`src/issue_defines.svh`:
```
`ifndef ISSUE_DEFINES_SVH
`define ISSUE_DEFINES_SVH

////////////////////////////////////////////////////////////
// widths
////////////////////////////////////////////////////////////

`define ISSUE_INST_WIDTH 32
`define ISSUE_ADDR_WIDTH 32
`define ISSUE_ID_WIDTH   6
`define ISSUE_REG_BITS   5

// instruction field positions.
`define OPCODE_MSB 31
`define OPCODE_LSB 26
`define RS_MSB     25
`define RS_LSB     21
`define RT_MSB     20
`define RT_LSB     16
`define RD_MSB     15
`define RD_LSB     11

`define LOAD_USE_CYCLES 2  // cycles a load result stays unavailable.

////////////////////////////////////////////////////////////
// opcodes, top two bits select the group
////////////////////////////////////////////////////////////

`define OP_NOP   6'b000000
`define OP_CMP   6'b001000
`define OP_TEST  6'b001001
`define OP_CMPI  6'b011000
`define OP_TESTI 6'b011001
`define OP_LW    6'b100000
`define OP_SW    6'b100001
`define OP_JR    6'b110001

`endif

```
`src/isa_pkg.sv`:
```
`include "issue_defines.svh"

package isa_pkg;

  // register-register layout.
  typedef struct packed {
    logic [`OPCODE_MSB-`OPCODE_LSB:0] opcode;
    logic [`RS_MSB-`RS_LSB:0]         rs;
    logic [`RT_MSB-`RT_LSB:0]         rt;
    logic [`RD_MSB-`RD_LSB:0]         rd;
    logic [`RD_LSB-1:0]               unused;
  } r_fmt_t;

  // immediate, memory and jump layout.
  typedef struct packed {
    logic [`OPCODE_MSB-`OPCODE_LSB:0] opcode;
    logic [`RS_MSB-`RS_LSB:0]         rs;
    logic [`RT_MSB-`RT_LSB:0]         rt;
    logic [`RT_LSB-1:0]               imm;
  } i_fmt_t;

  typedef union packed {
    r_fmt_t r;
    i_fmt_t i;
  } instr_u;

  // opcode[5:4].
  typedef enum logic [1:0] {
    GRP_REG_ALU = 2'b00,
    GRP_IMM_ALU = 2'b01,
    GRP_MEM     = 2'b10,
    GRP_JUMP    = 2'b11
  } op_group_t;

  typedef enum logic [1:0] {
    ANY = 2'd0,  // alu or nop.
    MEM = 2'd1,  // load or store.
    BR  = 2'd2   // jump, cmp, test.
  } pipe_class_t;

endpackage

```
`src/issue_pkg.sv`:
```
package issue_pkg;

  typedef struct packed {
    logic uses_src0;
    logic uses_src1;
    logic writes_dest;
  } reg_use_t;

  typedef enum logic [1:0] {
    EMPTY      = 2'd0,
    PAIR       = 2'd1,  // both slots waiting.
    YOUNG_ONLY = 2'd2   // slot 1 waiting.
  } buf_state_t;

endpackage

```
`src/reg_depends.sv`:
```
`timescale 1ns/1ps
`include "issue_defines.svh"

module reg_depends (
  input  isa_pkg::instr_u            instr,
  output logic [`ISSUE_REG_BITS-1:0] src0,
  output logic [`ISSUE_REG_BITS-1:0] src1,
  output logic [`ISSUE_REG_BITS-1:0] dest,
  output issue_pkg::reg_use_t        reg_use,
  output isa_pkg::pipe_class_t       pclass
);

  logic [`OPCODE_MSB-`OPCODE_LSB:0] opcode;
  isa_pkg::op_group_t               group;

  assign opcode = instr.r.opcode;  // same bits in both views.
  assign group  = isa_pkg::op_group_t'(opcode[`OPCODE_MSB-`OPCODE_LSB -: 2]);

  always_comb begin
    src0    = '0;
    src1    = '0;
    dest    = '0;
    reg_use = '0;
    pclass  = isa_pkg::ANY;
    case (group)
      isa_pkg::GRP_REG_ALU: begin
        if (opcode != `OP_NOP) begin
          src0              = instr.r.rs;
          src1              = instr.r.rt;
          reg_use.uses_src0 = 1'b1;
          reg_use.uses_src1 = 1'b1;
          if (opcode == `OP_CMP || opcode == `OP_TEST) begin
            pclass = isa_pkg::BR;  // flags only.
          end else begin
            dest                = instr.r.rd;
            reg_use.writes_dest = 1'b1;
          end
        end
      end
      isa_pkg::GRP_IMM_ALU: begin
        src0              = instr.i.rs;
        reg_use.uses_src0 = 1'b1;
        if (opcode == `OP_CMPI || opcode == `OP_TESTI) begin
          pclass = isa_pkg::BR;
        end else begin
          dest                = instr.i.rt;
          reg_use.writes_dest = 1'b1;
        end
      end
      isa_pkg::GRP_MEM: begin
        pclass            = isa_pkg::MEM;
        src0              = instr.i.rs;  // base address.
        reg_use.uses_src0 = 1'b1;
        if (opcode == `OP_LW) begin
          dest                = instr.i.rt;
          reg_use.writes_dest = 1'b1;
        end else if (opcode == `OP_SW) begin
          src1              = instr.i.rt;  // store data.
          reg_use.uses_src1 = 1'b1;
        end
      end
      isa_pkg::GRP_JUMP: begin
        pclass = isa_pkg::BR;
        if (opcode == `OP_JR) begin
          src0              = instr.i.rs;
          reg_use.uses_src0 = 1'b1;
        end
      end
    endcase
  end

endmodule

```
`src/hazard_check.sv`:
```
`timescale 1ns/1ps
`include "issue_defines.svh"

module hazard_check (
  input  logic [`ISSUE_REG_BITS-1:0] src0_0,
  input  logic [`ISSUE_REG_BITS-1:0] src1_0,
  input  logic [`ISSUE_REG_BITS-1:0] dest_0,
  input  issue_pkg::reg_use_t        use_0,
  input  logic [`ISSUE_REG_BITS-1:0] src0_1,
  input  logic [`ISSUE_REG_BITS-1:0] src1_1,
  input  issue_pkg::reg_use_t        use_1,
  input  logic                       timer_active,
  input  logic [`ISSUE_REG_BITS-1:0] timer_reg,
  output logic                       old_blocked,
  output logic                       young_blocked,
  output logic                       pair_raw
);

  // true when a valid source of the instruction matches r; r0 never counts.
  function automatic logic reads_reg(
    input logic [`ISSUE_REG_BITS-1:0] s0,
    input logic [`ISSUE_REG_BITS-1:0] s1,
    input issue_pkg::reg_use_t        u,
    input logic [`ISSUE_REG_BITS-1:0] r
  );
    return (r != '0) && ((u.uses_src0 && (s0 == r)) || (u.uses_src1 && (s1 == r)));
  endfunction

  ////////////////////////////////////////////////////////////
  // load-use against the pending load
  ////////////////////////////////////////////////////////////

  assign old_blocked   = timer_active && reads_reg(src0_0, src1_0, use_0, timer_reg);
  assign young_blocked = timer_active && reads_reg(src0_1, src1_1, use_1, timer_reg);

  ////////////////////////////////////////////////////////////
  // older dest feeding the younger instruction
  ////////////////////////////////////////////////////////////

  assign pair_raw = use_0.writes_dest && reads_reg(src0_1, src1_1, use_1, dest_0);

endmodule

```
`src/pipe_steer.sv`:
```
`timescale 1ns/1ps

module pipe_steer (
  input  isa_pkg::pipe_class_t pclass_0,
  input  isa_pkg::pipe_class_t pclass_1,
  output logic                 class_conflict,
  output logic                 swap,
  output logic                 single_lane_old,
  output logic                 single_lane_young
);

  // lane 0 is the memory pipe, lane 1 the branch pipe.
  always_comb begin
    class_conflict = 1'b0;
    swap           = 1'b0;
    case (pclass_0)
      isa_pkg::MEM: begin
        class_conflict = (pclass_1 == isa_pkg::MEM);
      end
      isa_pkg::BR: begin
        class_conflict = (pclass_1 == isa_pkg::BR);
        swap           = 1'b1;  // branch older, takes lane 1.
      end
      default: begin
        swap = (pclass_1 == isa_pkg::MEM);  // younger load/store to lane 0.
      end
    endcase
  end

  // lone issue.
  assign single_lane_old   = (pclass_0 == isa_pkg::BR);
  assign single_lane_young = (pclass_1 == isa_pkg::BR);

endmodule

```
`src/load_use_timer.sv`:
```
`timescale 1ns/1ps
`include "issue_defines.svh"

module load_use_timer (
  input  logic                       clk,
  input  logic                       reset,
  input  logic                       flush,
  input  logic                       load_issued,
  input  logic [`ISSUE_REG_BITS-1:0] load_dest,
  output logic                       active,
  output logic [`ISSUE_REG_BITS-1:0] held_reg
);

  localparam int CNT_BITS = $clog2(`LOAD_USE_CYCLES + 1);

  logic [CNT_BITS-1:0] count;

  always_ff @(posedge clk) begin
    if (reset || flush) begin
      count <= '0;
    end else if (load_issued) begin
      count <= CNT_BITS'(`LOAD_USE_CYCLES);  // restart on every load.
    end else if (count != '0) begin
      count <= count - 1'b1;
    end
  end

  always_ff @(posedge clk) begin
    if (load_issued) begin
      held_reg <= load_dest;
    end
  end

  assign active = (count != '0);

endmodule

```
`src/issue_ctrl.sv`:
```
`timescale 1ns/1ps
`include "issue_defines.svh"

module issue_ctrl (
  input  logic                         clk,
  input  logic                         reset,
  input  logic                         flush,
  input  logic                         in_valid,
  input  logic [`ISSUE_INST_WIDTH-1:0] in_instr0,
  input  logic [`ISSUE_INST_WIDTH-1:0] in_instr1,
  input  logic [`ISSUE_ADDR_WIDTH-1:0] in_pc0,
  input  logic [`ISSUE_ADDR_WIDTH-1:0] in_pc1,
  input  logic [`ISSUE_ID_WIDTH-1:0]   in_id0,
  input  logic [`ISSUE_ID_WIDTH-1:0]   in_id1,
  output logic                         in_ready,
  input  logic                         old_blocked,
  input  logic                         young_blocked,
  input  logic                         pair_raw,
  input  logic                         class_conflict,
  input  logic                         swap,
  input  logic                         single_lane_old,
  input  logic                         single_lane_young,
  output isa_pkg::instr_u              buf_instr0,
  output isa_pkg::instr_u              buf_instr1,
  output logic                         load_issued,
  output logic [`ISSUE_REG_BITS-1:0]   load_dest,
  output logic                         lane0_valid,
  output logic [`ISSUE_INST_WIDTH-1:0] lane0_instr,
  output logic [`ISSUE_ADDR_WIDTH-1:0] lane0_pc,
  output logic [`ISSUE_ID_WIDTH-1:0]   lane0_id,
  output logic                         lane1_valid,
  output logic [`ISSUE_INST_WIDTH-1:0] lane1_instr,
  output logic [`ISSUE_ADDR_WIDTH-1:0] lane1_pc,
  output logic [`ISSUE_ID_WIDTH-1:0]   lane1_id
);

  issue_pkg::buf_state_t        state;
  issue_pkg::buf_state_t        load_state;
  logic [`ISSUE_ADDR_WIDTH-1:0] buf_pc0;
  logic [`ISSUE_ADDR_WIDTH-1:0] buf_pc1;
  logic [`ISSUE_ID_WIDTH-1:0]   buf_id0;
  logic [`ISSUE_ID_WIDTH-1:0]   buf_id1;
  logic                         nop0;
  logic                         nop1;
  logic                         issue_old;
  logic                         issue_young;
  logic                         l0_fire;
  logic                         l1_fire;
  logic                         l0_young;
  logic                         l1_young;

  ////////////////////////////////////////////////////////////
  // issue decision
  ////////////////////////////////////////////////////////////

  always_comb begin
    issue_old   = 1'b0;
    issue_young = 1'b0;
    if (state == issue_pkg::PAIR) begin
      issue_old   = !old_blocked;
      issue_young = !old_blocked && !young_blocked && !pair_raw && !class_conflict;
    end else if (state == issue_pkg::YOUNG_ONLY) begin
      issue_young = !young_blocked;
    end
  end

  // buffer empty after this edge.
  assign in_ready = (state == issue_pkg::EMPTY) ||
                    (state == issue_pkg::PAIR && issue_old && issue_young) ||
                    (state == issue_pkg::YOUNG_ONLY && issue_young);

  ////////////////////////////////////////////////////////////
  // pair buffer
  ////////////////////////////////////////////////////////////

  assign nop0 = (in_instr0[`OPCODE_MSB:`OPCODE_LSB] == `OP_NOP);
  assign nop1 = (in_instr1[`OPCODE_MSB:`OPCODE_LSB] == `OP_NOP);

  always_comb begin
    if (nop0 && nop1) begin
      load_state = issue_pkg::EMPTY;
    end else if (nop0 || nop1) begin
      load_state = issue_pkg::YOUNG_ONLY;  // lone survivor sits in slot 1.
    end else begin
      load_state = issue_pkg::PAIR;
    end
  end

  always_ff @(posedge clk) begin
    if (reset || flush) begin
      state <= issue_pkg::EMPTY;
    end else if (in_ready) begin
      state <= in_valid ? load_state : issue_pkg::EMPTY;
    end else if (issue_old) begin
      state <= issue_pkg::YOUNG_ONLY;  // split.
    end
  end

  always_ff @(posedge clk) begin
    if (in_valid && in_ready) begin
      buf_instr0 <= in_instr0;
      buf_pc0    <= in_pc0;
      buf_id0    <= in_id0;
      if (nop1) begin
        buf_instr1 <= in_instr0;
        buf_pc1    <= in_pc0;
        buf_id1    <= in_id0;
      end else begin
        buf_instr1 <= in_instr1;
        buf_pc1    <= in_pc1;
        buf_id1    <= in_id1;
      end
    end
  end

  ////////////////////////////////////////////////////////////
  // lanes
  ////////////////////////////////////////////////////////////

  always_comb begin
    l0_fire  = 1'b0;
    l1_fire  = 1'b0;
    l0_young = 1'b0;
    l1_young = 1'b1;
    if (issue_old && issue_young) begin
      l0_fire  = 1'b1;
      l1_fire  = 1'b1;
      l0_young = swap;
      l1_young = !swap;
    end else if (issue_old) begin
      l0_fire  = !single_lane_old;
      l1_fire  = single_lane_old;
      l1_young = 1'b0;
    end else if (issue_young) begin
      l0_fire  = !single_lane_young;
      l1_fire  = single_lane_young;
      l0_young = 1'b1;
    end
  end

  always_ff @(posedge clk) begin
    if (reset || flush) begin
      lane0_valid <= 1'b0;
      lane1_valid <= 1'b0;
    end else begin
      lane0_valid <= l0_fire;
      lane1_valid <= l1_fire;
    end
  end

  always_ff @(posedge clk) begin
    if (l0_fire) begin
      lane0_instr <= l0_young ? buf_instr1 : buf_instr0;
      lane0_pc    <= l0_young ? buf_pc1 : buf_pc0;
      lane0_id    <= l0_young ? buf_id1 : buf_id0;
    end
    if (l1_fire) begin
      lane1_instr <= l1_young ? buf_instr1 : buf_instr0;
      lane1_pc    <= l1_young ? buf_pc1 : buf_pc0;
      lane1_id    <= l1_young ? buf_id1 : buf_id0;
    end
  end

  // at most one load per edge, two loads never pair.
  assign load_issued = (issue_old && buf_instr0.i.opcode == `OP_LW) ||
                       (issue_young && buf_instr1.i.opcode == `OP_LW);
  assign load_dest   = (issue_young && buf_instr1.i.opcode == `OP_LW) ?
                       buf_instr1.i.rt : buf_instr0.i.rt;

endmodule

```
`src/issue_stage.sv`:
```
`timescale 1ns/1ps
`include "issue_defines.svh"

module issue_stage (
  input  logic                         clk,
  input  logic                         reset,
  input  logic                         flush,
  input  logic                         in_valid,
  input  logic [`ISSUE_INST_WIDTH-1:0] in_instr0,
  input  logic [`ISSUE_INST_WIDTH-1:0] in_instr1,
  input  logic [`ISSUE_ADDR_WIDTH-1:0] in_pc0,
  input  logic [`ISSUE_ADDR_WIDTH-1:0] in_pc1,
  input  logic [`ISSUE_ID_WIDTH-1:0]   in_id0,
  input  logic [`ISSUE_ID_WIDTH-1:0]   in_id1,
  output logic                         in_ready,
  output logic                         lane0_valid,
  output logic [`ISSUE_INST_WIDTH-1:0] lane0_instr,
  output logic [`ISSUE_ADDR_WIDTH-1:0] lane0_pc,
  output logic [`ISSUE_ID_WIDTH-1:0]   lane0_id,
  output logic                         lane1_valid,
  output logic [`ISSUE_INST_WIDTH-1:0] lane1_instr,
  output logic [`ISSUE_ADDR_WIDTH-1:0] lane1_pc,
  output logic [`ISSUE_ID_WIDTH-1:0]   lane1_id
);

  isa_pkg::instr_u              buf_instr0;
  isa_pkg::instr_u              buf_instr1;
  logic [`ISSUE_REG_BITS-1:0]   src0_0;
  logic [`ISSUE_REG_BITS-1:0]   src1_0;
  logic [`ISSUE_REG_BITS-1:0]   dest_0;
  logic [`ISSUE_REG_BITS-1:0]   src0_1;
  logic [`ISSUE_REG_BITS-1:0]   src1_1;
  issue_pkg::reg_use_t          use_0;
  issue_pkg::reg_use_t          use_1;
  isa_pkg::pipe_class_t         pclass_0;
  isa_pkg::pipe_class_t         pclass_1;
  logic                         old_blocked;
  logic                         young_blocked;
  logic                         pair_raw;
  logic                         class_conflict;
  logic                         swap;
  logic                         single_lane_old;
  logic                         single_lane_young;
  logic                         timer_active;
  logic [`ISSUE_REG_BITS-1:0]   timer_reg;
  logic                         load_issued;
  logic [`ISSUE_REG_BITS-1:0]   load_dest;

  reg_depends u_dep0 (
    .instr   (buf_instr0),
    .src0    (src0_0),
    .src1    (src1_0),
    .dest    (dest_0),
    .reg_use (use_0),
    .pclass  (pclass_0)
  );

  // younger dest only matters once it is the older of a later pair.
  reg_depends u_dep1 (
    .instr   (buf_instr1),
    .src0    (src0_1),
    .src1    (src1_1),
    .dest    (),
    .reg_use (use_1),
    .pclass  (pclass_1)
  );

  hazard_check u_hazard (.*);

  pipe_steer u_steer (.*);

  load_use_timer u_timer (
    .clk         (clk),
    .reset       (reset),
    .flush       (flush),
    .load_issued (load_issued),
    .load_dest   (load_dest),
    .active      (timer_active),
    .held_reg    (timer_reg)
  );

  issue_ctrl u_ctrl (.*);

endmodule

```
`config.mk`:
```
export PLATFORM = sky130hd
export DESIGN_NAME = issue_stage
export DESIGN_NICKNAME = d
export VERILOG_FILES = /design/src/isa_pkg.sv /design/src/issue_pkg.sv /design/src/reg_depends.sv /design/src/hazard_check.sv /design/src/pipe_steer.sv /design/src/load_use_timer.sv /design/src/issue_ctrl.sv /design/src/issue_stage.sv
export VERILOG_INCLUDE_DIRS = /design/src
export SDC_FILE = /design/constraint.sdc
export NUM_CORES = 1
export LEC_CHECK = 0
export ABC_AREA = 1
export BUFFER_PORTS_ARGS = -buffer_cell sky130_fd_sc_hd__buf_2
export CAP_MARGIN = 20
export CORE_ASPECT_RATIO = 1.2
export CORE_MARGIN = 10
export CORE_UTILIZATION = 50
export DETAILED_ROUTE_END_ITERATION = 6
export GPL_ROUTABILITY_DRIVEN = 0
export GPL_TIMING_DRIVEN = 0
export PLACE_DENSITY = 0.74
export SLEW_MARGIN = 5
export SYNTH_ARGS = -nofsm -noshare
export SYNTH_HDL_FRONTEND = slang
export SYNTH_HIERARCHICAL = 1
export SYNTH_SLANG_ARGS = --single-unit
```
`constraint.sdc`:
```
create_clock -name clk -period 12.45 [get_ports clk]
set_input_delay 2.49 -clock clk [delete_from_list [all_inputs] [get_ports clk]]
set_output_delay 2.49 -clock clk [all_outputs]
set_load 0.005 [all_outputs]
```
======== Word level (Yosys, flattened, before mapping) ========
Cells that the tools add are included.
storage, ports and cells
  bits in registers ....................... 291
  word-level logic and storage cells ...... 185
  bits of input ports ..................... 144
operators by class
  equal/unequal tests ..................... 32
  add/sub/neg operators ................... 1
  multiplexer cells ....................... 77
  reductions and logical operators ........ 57
operator list
  kind                                                 count
  two-way mux 32 bit                                   6
  two-way mux 5 bit                                    15
  one-hot mux 5 bit (3 select lines)                   3
  equality test 6 bit, second input constant           6
  equality test 5 bit                                  6
  two-way mux 2 bit                                    13
  equality test 6 x 4 -> 1 bit, second input constant  4
  equality test 6 x 5 -> 1 bit, second input constant  4
  two-way mux 1 bit                                    24
  logical AND 1 bit                                    23
  one-hot mux 5 bit (2 select lines)                   2
  two-way mux 6 bit                                    3
  one-hot mux 2 bit (4 select lines)                   2
  equality test 2 bit, second input constant           7
  zero test 6 bit                                      2
  logical OR 1 bit                                     12
  nonzero test 6 bit                                   2
  equality test 2 x 1 -> 1 bit, second input constant  5
  nonzero test 5 bit                                   2
  one-hot mux 1 bit (3 select lines)                   3
  one-hot mux 1 bit (2 select lines)                   4
  zero test 1 bit                                      7
  zero test 2 bit                                      3
  two-way mux 3 bit                                    2
  3 further kinds                                      7

======== Logic depth before layout (Yosys ltp) ========
Gate-level depths: netlist of run 1.
  depth in word-level cells ............... 18
  gate-level depth with buffers ........... 25

======== By module ========
The synthesis of run 1 kept the hierarchy.
by module, submodules not included
  module          cells each  area each (sq um)  seq. area each (sq um)  times used
  issue_ctrl      955         11653.7            8488.1                  1
  reg_depends     71          402.9              0.0                     2
  hazard_check    149         586.8              0.0                     1
  load_use_timer  18          236.5              190.2                   1
  pipe_steer      18          88.8               0.0                     1

======== Worst setup path before layout of run 1 ========
Ideal clock, no wire load.
  path type ............................... input-to-reg
  from .................................... in in_valid
  to ...................................... reg u_ctrl.buf_id0[0], enable pin
  data arrival time ....................... 12.602 ns
  cell stages on the path ................. 1
  path slack .............................. -1.007 ns
  path buffers ............................ 0
  cell sequence ........................... a21boi_0
between the ends
  word-level cells in the longest chain between the ends .. 1
RTL lines
  what                  line               text
  start, declared       issue_stage.sv:8   input logic in_valid,
  logical AND 1 bit     issue_ctrl.sv:100  if (in_valid && in_ready) begin
  end signal, assigned  issue_ctrl.sv:103  buf_id0 <= in_id0;
  end, declared         issue_ctrl.sv:41   logic [`ISSUE_ID_WIDTH-1:0] buf_id0;
Every way passes these cells.
A chain may end at the register's enable or synchronous reset.

======== Worst setup path in the final report of run 1 ========
  from .................................... reg u_ctrl/buf_instr1[30] in the netlist's numbering
  to ...................................... out in_ready
between the ends
  elaborated cells between the ends (all ways) .. 61
RTL lines
  what                                                          line                                text
  start, declared                                               issue_ctrl.sv:24                    output isa_pkg::instr_u buf_instr1,
  start signal, assigned                                        issue_ctrl.sv:105                   buf_instr1 <= in_instr0;
  start signal, assigned                                        issue_ctrl.sv:109                   buf_instr1 <= in_instr1;
  equality test 6 bit (no source line) (tied with other cells)  --
  two-way mux 5 bit (tied with other cells)                     reg_depends.sv:64                   if (opcode == `OP_JR) begin
  one-hot mux 5 bit (3 select lines) *                          reg_depends.sv:25                   case (group)
  via src0_1[4]                                                 issue_stage.sv:31                   logic [`ISSUE_REG_BITS-1:0] src0_1;
  equality test 5 bit *                                         hazard_check.sv:26                  return (r != '0) && ((u.uses_src0 && (s0 == r)) || (u.uses_src1 && (s1 == r)));
  logical AND 1 bit *                                           hazard_check.sv:26
  logical OR 1 bit *                                            hazard_check.sv:26
  logical AND 1 bit *                                           hazard_check.sv:26
  logical AND 1 bit *                                           hazard_check.sv:34                  assign young_blocked = timer_active && reads_reg(src0_1, src1_1, use_1, timer_reg);
  via young_blocked                                             issue_stage.sv:38                   logic young_blocked;
  zero test 1 bit *                                             issue_ctrl.sv:61, issue_ctrl.sv:63
  logical AND 1 bit (3 in series)                               issue_ctrl.sv:61                    issue_young = !old_blocked && !young_blocked && !pair_raw && !class_conflict;
  two-way mux 1 bit *                                           issue_ctrl.sv:59                    if (state == issue_pkg::PAIR) begin
  logical AND 1 bit                                             issue_ctrl.sv:69                    (state == issue_pkg::PAIR && issue_old && issue_young) ||
  logical OR 1 bit                                              issue_ctrl.sv:68                    assign in_ready = (state == issue_pkg::EMPTY) ||
  logical OR 1 bit *                                            issue_ctrl.sv:69
  end, declared                                                 issue_stage.sv:15                   output logic in_ready,
Mark *: on every way through the listed nets, which the timed path passes. The rest lies on a longest branch.

==> results.md, run 1 <==
* Pre-CTS setup slack at 7.091 ns
* Width of the die at between 150 and 200 um
* Buffer count from post-CTS setup fixing at 0
* CTS tree: built
* Slew Viols, Final at 0
* Fin worst setup slack at 6.496 ns
* I/O pins at between 200 and 300
* Hold Crit Endpoint: u_timer/count[0]
* Total GRT Usage at 21.14%
* Final wirelength at about 36000 um
* Final min period at roughly 6.0 ns
* RSZ-0062 raised after global routing: no
* Post-CTS Hold Buffers at 0
* Mapped Cells at approximately 1300
* Clk Latency, worst-skew pair at roughly 0.56 ns
* Core Util, Final at 62.41%
* Reg-to-reg endpoint: u_ctrl/lane0_id[0]
* Hpwl dp at ~28000 um
* First-pass GRT wire length at 55740 um
* DIE AREA at about 33000 um2
* R2R cell count at 22
* Avg Vias per Cell at around 5
* Mapped Area at around 13000 um2
* DRC errors left at 0
* Root buffer cell: clkbuf_16
* Clock Sinks at slightly below 300
* Max Freq at around 0.17 GHz
* Worst vdd ir at 0.0001343 V
* Hold Fails Final Rpt at 0
* Status: finished clean
* Synthesis Warnings at 6
* Core region area at between 20000 and 30000 um2
* WS Path Type: register to output pin
* Initial DRT Pass Iterations at 5
* Final critical-path share of the clock period at 47.82%
* Hold-critical path depth at 2
* Worst R2R Setup Slack at between 8 and 9 ns
* Critical R2R Launch: u_ctrl/buf_instr0[30]
* Initial Utilization at around half
* Htree depth at 1
* Largest net degree at the start of global routing at 39
* CTS Buffer Depth at 3
* Static leakage at ~7.3 nW
* Register Area at about 8700 um2
* Layout Skew at slightly above 0.008 ns
* Total gr overflow at 0
* Initial DRC Count at between 600 and 700
* Antenna-violating nets left at 0
* Most common cell after layout, fill and taps aside: nand2_1
* Max Cap Viol at 0
* Worst setup SP type: register
* Syn Area/Cell at 10.51 um2
* Worst-Margin Slew at around 0.92 ns
* Post-Syn Nets at ~1400
* Layout area overhead at 23.32%
* CP required at between 9 and 10 ns
* Chip Height at 198.4 um
* Setup-failing EPs final at 0
* Multi-input gate area at about 3500 um2
* Nets at around 1800
* Fill count at between 2000 and 2500
* Hold WC Path Type: register to register
* Via count at between 10000 and 15000
* PostCTS Resize Cnt at 0
* Hold Path Origin: u_timer/count[1]
* Critical Path AT at 3.46 ns
* Num CTS Buffers at 29
* Port Buffer Count at ~290
* Routed len/inst at about 19 um
* Most frequent cells in the layout: nand2_1, buf_2, edfxtp_1, inv_1, o21ai_0
* Cell Pwr Density at ~140 nW/um2
* Antenna violations before repair at 12
* Crit Path Max Fanout at 6
* # rows at between 60 and 70
* Clock-pin slew on the worst setup and hold paths at about 0.060 ns
* Max-slew headroom at between 30% and 40%
* Crit end category: output pin
* Number of global-route vias before repair at approximately 10000
* Share of layout cells above drive strength 1 at about 28%
through the flow:
stage          hold WS [ns]  power, mW  setup TNS, ns  std cells  cell area [um2]
3_3_place_gp         0.4354      1.439         -47.77       1882            15100
3_5_place_dp         0.4517      1.444              0       1898            15370
4_1_cts              0.4591      2.331              0       1948            16330
5_1_grt              0.5057      2.405              0       1953            16340
2_1_floorplan        0.4286      1.335              0       1261            13250
6_report             0.4548      2.312              0       1955            16340
how the worst max path moves through the flow:
stage                          start                 end  cells after the start  slack, ns
2_1_floorplan               in_valid   u_ctrl/buf_id0[0]                      1       2.69
3_3_place_gp                in_valid  u_ctrl/buf_pc0[18]                      2      -0.35
3_5_place_dp   u_ctrl/buf_instr0[30]            in_ready                     20       7.09
4_1_cts        u_ctrl/buf_instr0[30]            in_ready                     20       6.48
5_1_grt        u_ctrl/buf_instr0[31]            in_ready                     20       6.09
6_report       u_ctrl/buf_instr1[30]            in_ready                     16       6.50
metal layers:
metal	wire (um)	track usage, %
met1	12960	22.99
met2	18830	38.05
met3	3209	5.831
met4	1366	8.457
met5	59	0
area by class of cell:
class,count,area share [%]
Sequential cell,291,53.10
Multi-Input combinational cell,715,21.34
Timing Repair Buffer,302,10.26
Inverter,207,4.754
Clock buffer,37,4.624
Tap cell,335,2.564
Buffer,48,2.013
Clock inverter,13,1.240
Antenna cell,7,0.1072
worst max-delay path: stages, from the launching register on:
cell and delay [ns]:
edfxtp_1 0.49, inv_1 0.13, ha_1 0.22, buf_6 0.11, inv_2 0.06, nand2_1 0.18
a21boi_1 0.30, inv_1 0.10, nand2_1 0.07, nand2_1 0.05, nor2_1 0.10, nand3_1 0.11
a21oi_1 0.20, inv_2 0.09, o21ai_0 0.38, nand2_1 0.17, buf_2 0.16
power by group:
| group | leakage, nW | internal (mW) | switching, mW |
|---|---|---|---|
| logic | 4.09 | 0.0958 | 0.147 |
| registers | 2.74 | 1.15 | 0.0280 |
| clock network | 0.462 | 0.531 | 0.357 |
| total | 7.30 | 1.78 | 0.532 |
Power figures use the tool's default switching activity.
==> run 2: changes to the inputs <==
- clock period: 12.45 -> 5.1 ns (I/O delays scaled with it)
==> results.md, run 2 (same netlist as run 1, synthesis figures left out) <==
* Status: finished clean
* Most frequent cells in the layout: nand2_1, buf_2, edfxtp_1, inv_1, o21ai_0
* Worst-Margin Slew at ~0.85 ns
* Setup-failing EPs final at 0
* Dpl cell area at roughly 15000 um2
* Clk Latency, worst-skew pair at between 0.5 and 0.6 ns
* Dpl cells at approximately 1900
* Slew Viols, Final at 0
* WHS at about 0.46 ns
* Routed len/inst at approximately 19 um
* Max-slew headroom at between 40% and 50%
* Final Power at 5.550 mW
* Hpwl dp at between 20000 and 30000 um
* First-pass GRT wire length at ~57000 um
* Layout Skew at a little over 0.009 ns
* Antenna violations before repair at 9
* Reg-to-reg endpoint: u_ctrl/buf_instr1[4]
* Buffer count from post-CTS setup fixing at 0
* Crit path from: u_ctrl/buf_instr1[30]
* Hold Fails Final Rpt at 0
* RSZ-0062 raised after global routing: no
* WS Path Type: register to output pin
* # rows at 65
* Max Freq at roughly 0.23 GHz
* Via count at 10134
* Final Instance Area at about 16000 um2
* Hold Path Origin: u_timer/count[1]
* Critical Path AT at around 3.4 ns
* Worst vdd ir at 0.0003236 V
* DRC errors left at 0
* I/O pins at between 200 and 300
* Met3 wire len at ~3800 um
* Root buffer cell: clkbuf_16
* Post-CTS Hold Buffers at 0
* R2R cell count at 22
* Layout Cells excl Fill at 1957
* Worst R2R Setup Slack at around 1.0 ns
* Number of global-route vias before repair at between 10000 and 15000
* Largest net degree at the start of global routing at 37
* Clock Sinks at 291
* Clock-pin slew on the worst setup and hold paths at ~0.06 ns
* Final wirelength at approximately 37000 um
* Cell Pwr Density at ~340 nW/um2
* CTS Buffer Depth at 3
* M1 WL at 12950 um
* Crit Path Max Fanout at 6
* Hold WC Path Type: register to register
* Max Cap Viol at 0
* Register Area at roughly 8700 um2
* Critical R2R Launch: u_ctrl/buf_instr0[31]
* Final critical-path share of the clock period at between 80% and 90%
* Nets at roughly 1800
* DIE AREA at around 33000 um2
* Initial Utilization at between 50 and 60%
* Antenna-violating nets left at 0
* Initial DRT Pass Iterations at 5
* Final min period at 4.438 ns
* Num CTS Buffers at 29
* Width of the die at around 170 um
* Fill count at between 2000 and 2500
* Htree depth at 1
* PostCTS Resize Cnt at 0
* CP required at slightly above 4 ns
* Worst setup SP type: register
* Most common cell after layout, fill and taps aside: nand2_1
* Chip Height at between 150 and 200 um
* CTS tree: built
* End point of the critical path: in_ready
* Core region area at between 20000 and 30000 um2
* Highest routed layer: met5
* Port Buffer Count at around 290
* Metal2 WL at a little under 20000 um
* Final setup TNS at 0 ns
* Total gr overflow at 0
* Multi-input gate area at 3540 um2
* Share of layout cells above drive strength 1 at between 20% and 30%
* Avg Vias per Cell at slightly above 5
* Initial DRC Count at about 680
* Total GRT Usage at roughly 22%
* Layout area overhead at 23.02%
* Crit end category: output pin
* Static leakage at 7.260 nW
[run 2: cell types whose count changed in the layout (fill, tap and decap cells not counted), moves of 4 or more]
cell and change:
clkbuf_1 -5, inv_1 -4, a21boi_2 +4, buf_16 -4, a21boi_1 -4
[run 2: critical path, stage by stage (launching register included)]
cell	delay (ns)
edfxtp_1	0.49
inv_1	0.13
ha_1	0.23
buf_6	0.12
inv_2	0.06
nand2_1	0.17
a21boi_1	0.33
inv_1	0.10
nand2_1	0.07
nand2_1	0.05
nor2_1	0.09
nand3_1	0.11
a21oi_1	0.17
inv_2	0.08
o21ai_0	0.37
nand2_1	0.15
buf_2	0.16
[run 2: worst min-delay path by stage]
stage          cells after the start          endpoint
6_report                           2  u_timer/count[0]
3_5_place_dp                       2  u_timer/count[0]
4_1_cts                            2  u_timer/count[0]
3_3_place_gp                       2  u_timer/count[0]
5_1_grt                            2  u_timer/count[0]
2_1_floorplan                      2  u_timer/count[0]
[run 2: cell type report]
cell class / instances / area share (%)
tap: 335 / 2.571
sequential: 291 / 53.22
inverter: 207 / 4.781
timing repair buffer: 301 / 9.952
buffer: 48 / 2.018
antenna: 6 / 0.09208
multi-input combinational: 715 / 21.71
clock buffer: 32 / 4.520
clock inverter: 22 / 1.136
[run 2: power breakdown]
part / switching, mW / internal [mW] / leakage, nW / total (mW)
Combinational: 0.369 / 0.231 / 4.07 / 0.600
Sequential: 0.0666 / 2.81 / 2.74 / 2.88
Clock: 0.915 / 1.15 / 0.446 / 2.07
[run 2: metrics by stage]
stage	worst slack [ns]	utilization (%)
finish	0.6618	62.26
global route	0.3033	62.25
CTS	0.6433	62.21
detailed placement	1.073	58.69
global placement	-3.159	57.93
floorplan	-0.4043	-
[run 2: layer usage]
metal	up-vias	track usage [%]
li1	4841	-
met1	4697	22.76
met2	497	38.81
met3	93	7.081
met4	6	9.135
met5	-	0
==> run 3: changes to the inputs <==
- BUFFER_PORTS_ARGS: -buffer_cell sky130_fd_sc_hd__buf_2 -> default
- CAP_MARGIN: 20 -> default
- CORE_UTILIZATION: 50 -> 58
- DONT_BUFFER_PORTS: default -> 1
==> results.md, run 3 (same netlist as run 1, synthesis figures left out) <==
* Max Cap Viol at 0
* Final critical-path share of the clock period at between 80% and 90%
* Fin worst setup slack at between 0.6 and 0.7 ns
* Clk Latency, worst-skew pair at roughly 0.56 ns
* Routed len/inst at ~22 um
* CP required at approximately 4.1 ns
* Port Buffer Count at 0
* Initial DRT Pass Iterations at 5
* Worst setup SP type: register
* Multi-input gate area at 3540 um2
* Share of layout cells above drive strength 1 at roughly 14%
* Num CTS Buffers at 28
* I/O pins at 287
* Width of the die at 158.0 um
* Initial Utilization at 59.05%
* Chip Height at roughly 190 um
* Htree depth at 1
* Most common cell after layout, fill and taps aside: nand2_1
* Hold Fails Final Rpt at 0
* Hold-critical path depth at 2
* CTS Buffer Depth at 3
* Layout area overhead at 11.56%
* Worst vdd ir at around 0.00032 V
* Max Freq at between 0.2 and 0.25 GHz
* Buffer count from post-CTS setup fixing at 0
* Antenna violations before repair at 0
* Worst-Margin Slew at ~0.84 ns
* Root buffer cell: clkbuf_16
* Setup-failing EPs final at 0
* # rows at 60
* PostCTS Resize Cnt at 0
* Total GRT Usage at about a quarter
* Ant. Diodes at 0
* Initial DRC Count at roughly 570
* DIE AREA at 29320 um2
* Cell Pwr Density at 361.0 nW/um2
* Fill count at between 1500 and 2000
* CTS tree: built
* Layout Skew at 0.02234 ns
* DRC errors left at 0
* First-pass GRT wire length at 51610 um
* Largest net degree at the start of global routing at 51
* Final wirelength at between 30000 and 40000 um
* RSZ-0062 raised after global routing: no
* Crit Path Max Fanout at 7
* R2R cell count at 23
* Final setup TNS at 0 ns
* Antenna-violating nets left at 0
* Clock Sinks at between 200 and 300
* Status: finished clean
* Final min period at 4.437 ns
* Post-CTS Hold Buffers at 0
* Pre-CTS setup slack at approximately 1.3 ns
* Max-slew headroom at 43.45%
* Hpwl dp at around 26000 um
* Most frequent cells in the layout: nand2_1, edfxtp_1, inv_1, o21ai_0, nor2_1
* Via count at between 8000 and 9000
* Slew Viols, Final at 0
* Clock-pin slew on the worst setup and hold paths at approximately 0.06 ns
* Crit end category: output pin
* Number of global-route vias before repair at ~9000
* Avg Vias per Cell at between 5 and 6
* Hold WC Path Type: register to register
* Static leakage at 6.125 nW
* Nets at roughly 1500
* Core region area at 22450 um2
* Register Area at just under 9000 um2
* Final Power at ~5.3 mW
* WS Path Type: register to output pin
* Critical Path AT at 3.42 ns
* Total gr overflow at 0
* WHS at between 0.4 and 0.5 ns
[run 3: cell count changes in the layout (fill, tap and decap cells not counted), moves of 3 or more]
cell	change
buf_16	+3
buf_2	-286
inv_6	-3
clkbuf_1	+3
diode_2	-6
[run 3: area by class of cell]
| cell class | count | share of cell area (%) |
|---|---|---|
| buffer | 48 | 2.225 |
| sequential | 291 | 58.69 |
| timing repair buffer | 17 | 1.608 |
| clock buffer | 34 | 4.891 |
| clock inverter | 16 | 1.015 |
| multi-input combinational | 715 | 23.94 |
| tap | 279 | 2.361 |
| inverter | 207 | 5.272 |
[run 3: per-layer routing]
layer | part of all wire (%) | vias to the layer above | global-route usage [%]
met1 | 33 | 4225 | 24.10
met4 | 5.3 | 0 | 11.21
met3 | 11 | 94 | 9.376
met5 | 0 | - | 0
met2 | 50 | 422 | 40.14
li1 | - | 4258 | -
[run 3: path summary, 6_finish.rpt]
kind	from	end	slack, ns
worst min register to register	u_timer/count[1]	u_timer/count[0]	0.46
worst max register to register	u_ctrl/buf_instr0[31]	u_ctrl/lane0_pc[17]	1.21
worst max-delay path	u_ctrl/buf_instr1[31]	in_ready	0.66
worst min-delay path	u_timer/count[1]	u_timer/count[0]	0.46
[run 3: power breakdown]
part / switching (mW) / internal [mW]
sequential: 0.0950 / 2.82
combinational: 0.297 / 0.160
clock: 0.858 / 1.11
[run 3: critical path, stage by stage (launching register included)]
cell	delay, ns
edfxtp_1	0.52
inv_1	0.10
ha_1	0.20
buf_6	0.11
inv_2	0.06
nand2_1	0.18
a21boi_1	0.32
inv_1	0.11
nand2_1	0.07
nand2_1	0.06
nor2_1	0.11
nand3_1	0.11
a21oi_1	0.21
inv_2	0.09
o21ai_0	0.42
nand2_1	0.20
[run 3: stage by stage]
stage                     util (%)  instances  area, um2
final                        65.88       1607      14790
after global routing         65.88       1607      14790
after CTS                    65.88       1607      14790
after detailed placement     61.98       1557      13910
after global placement       60.89       1540      13670
after floorplan                  -       1261      13320
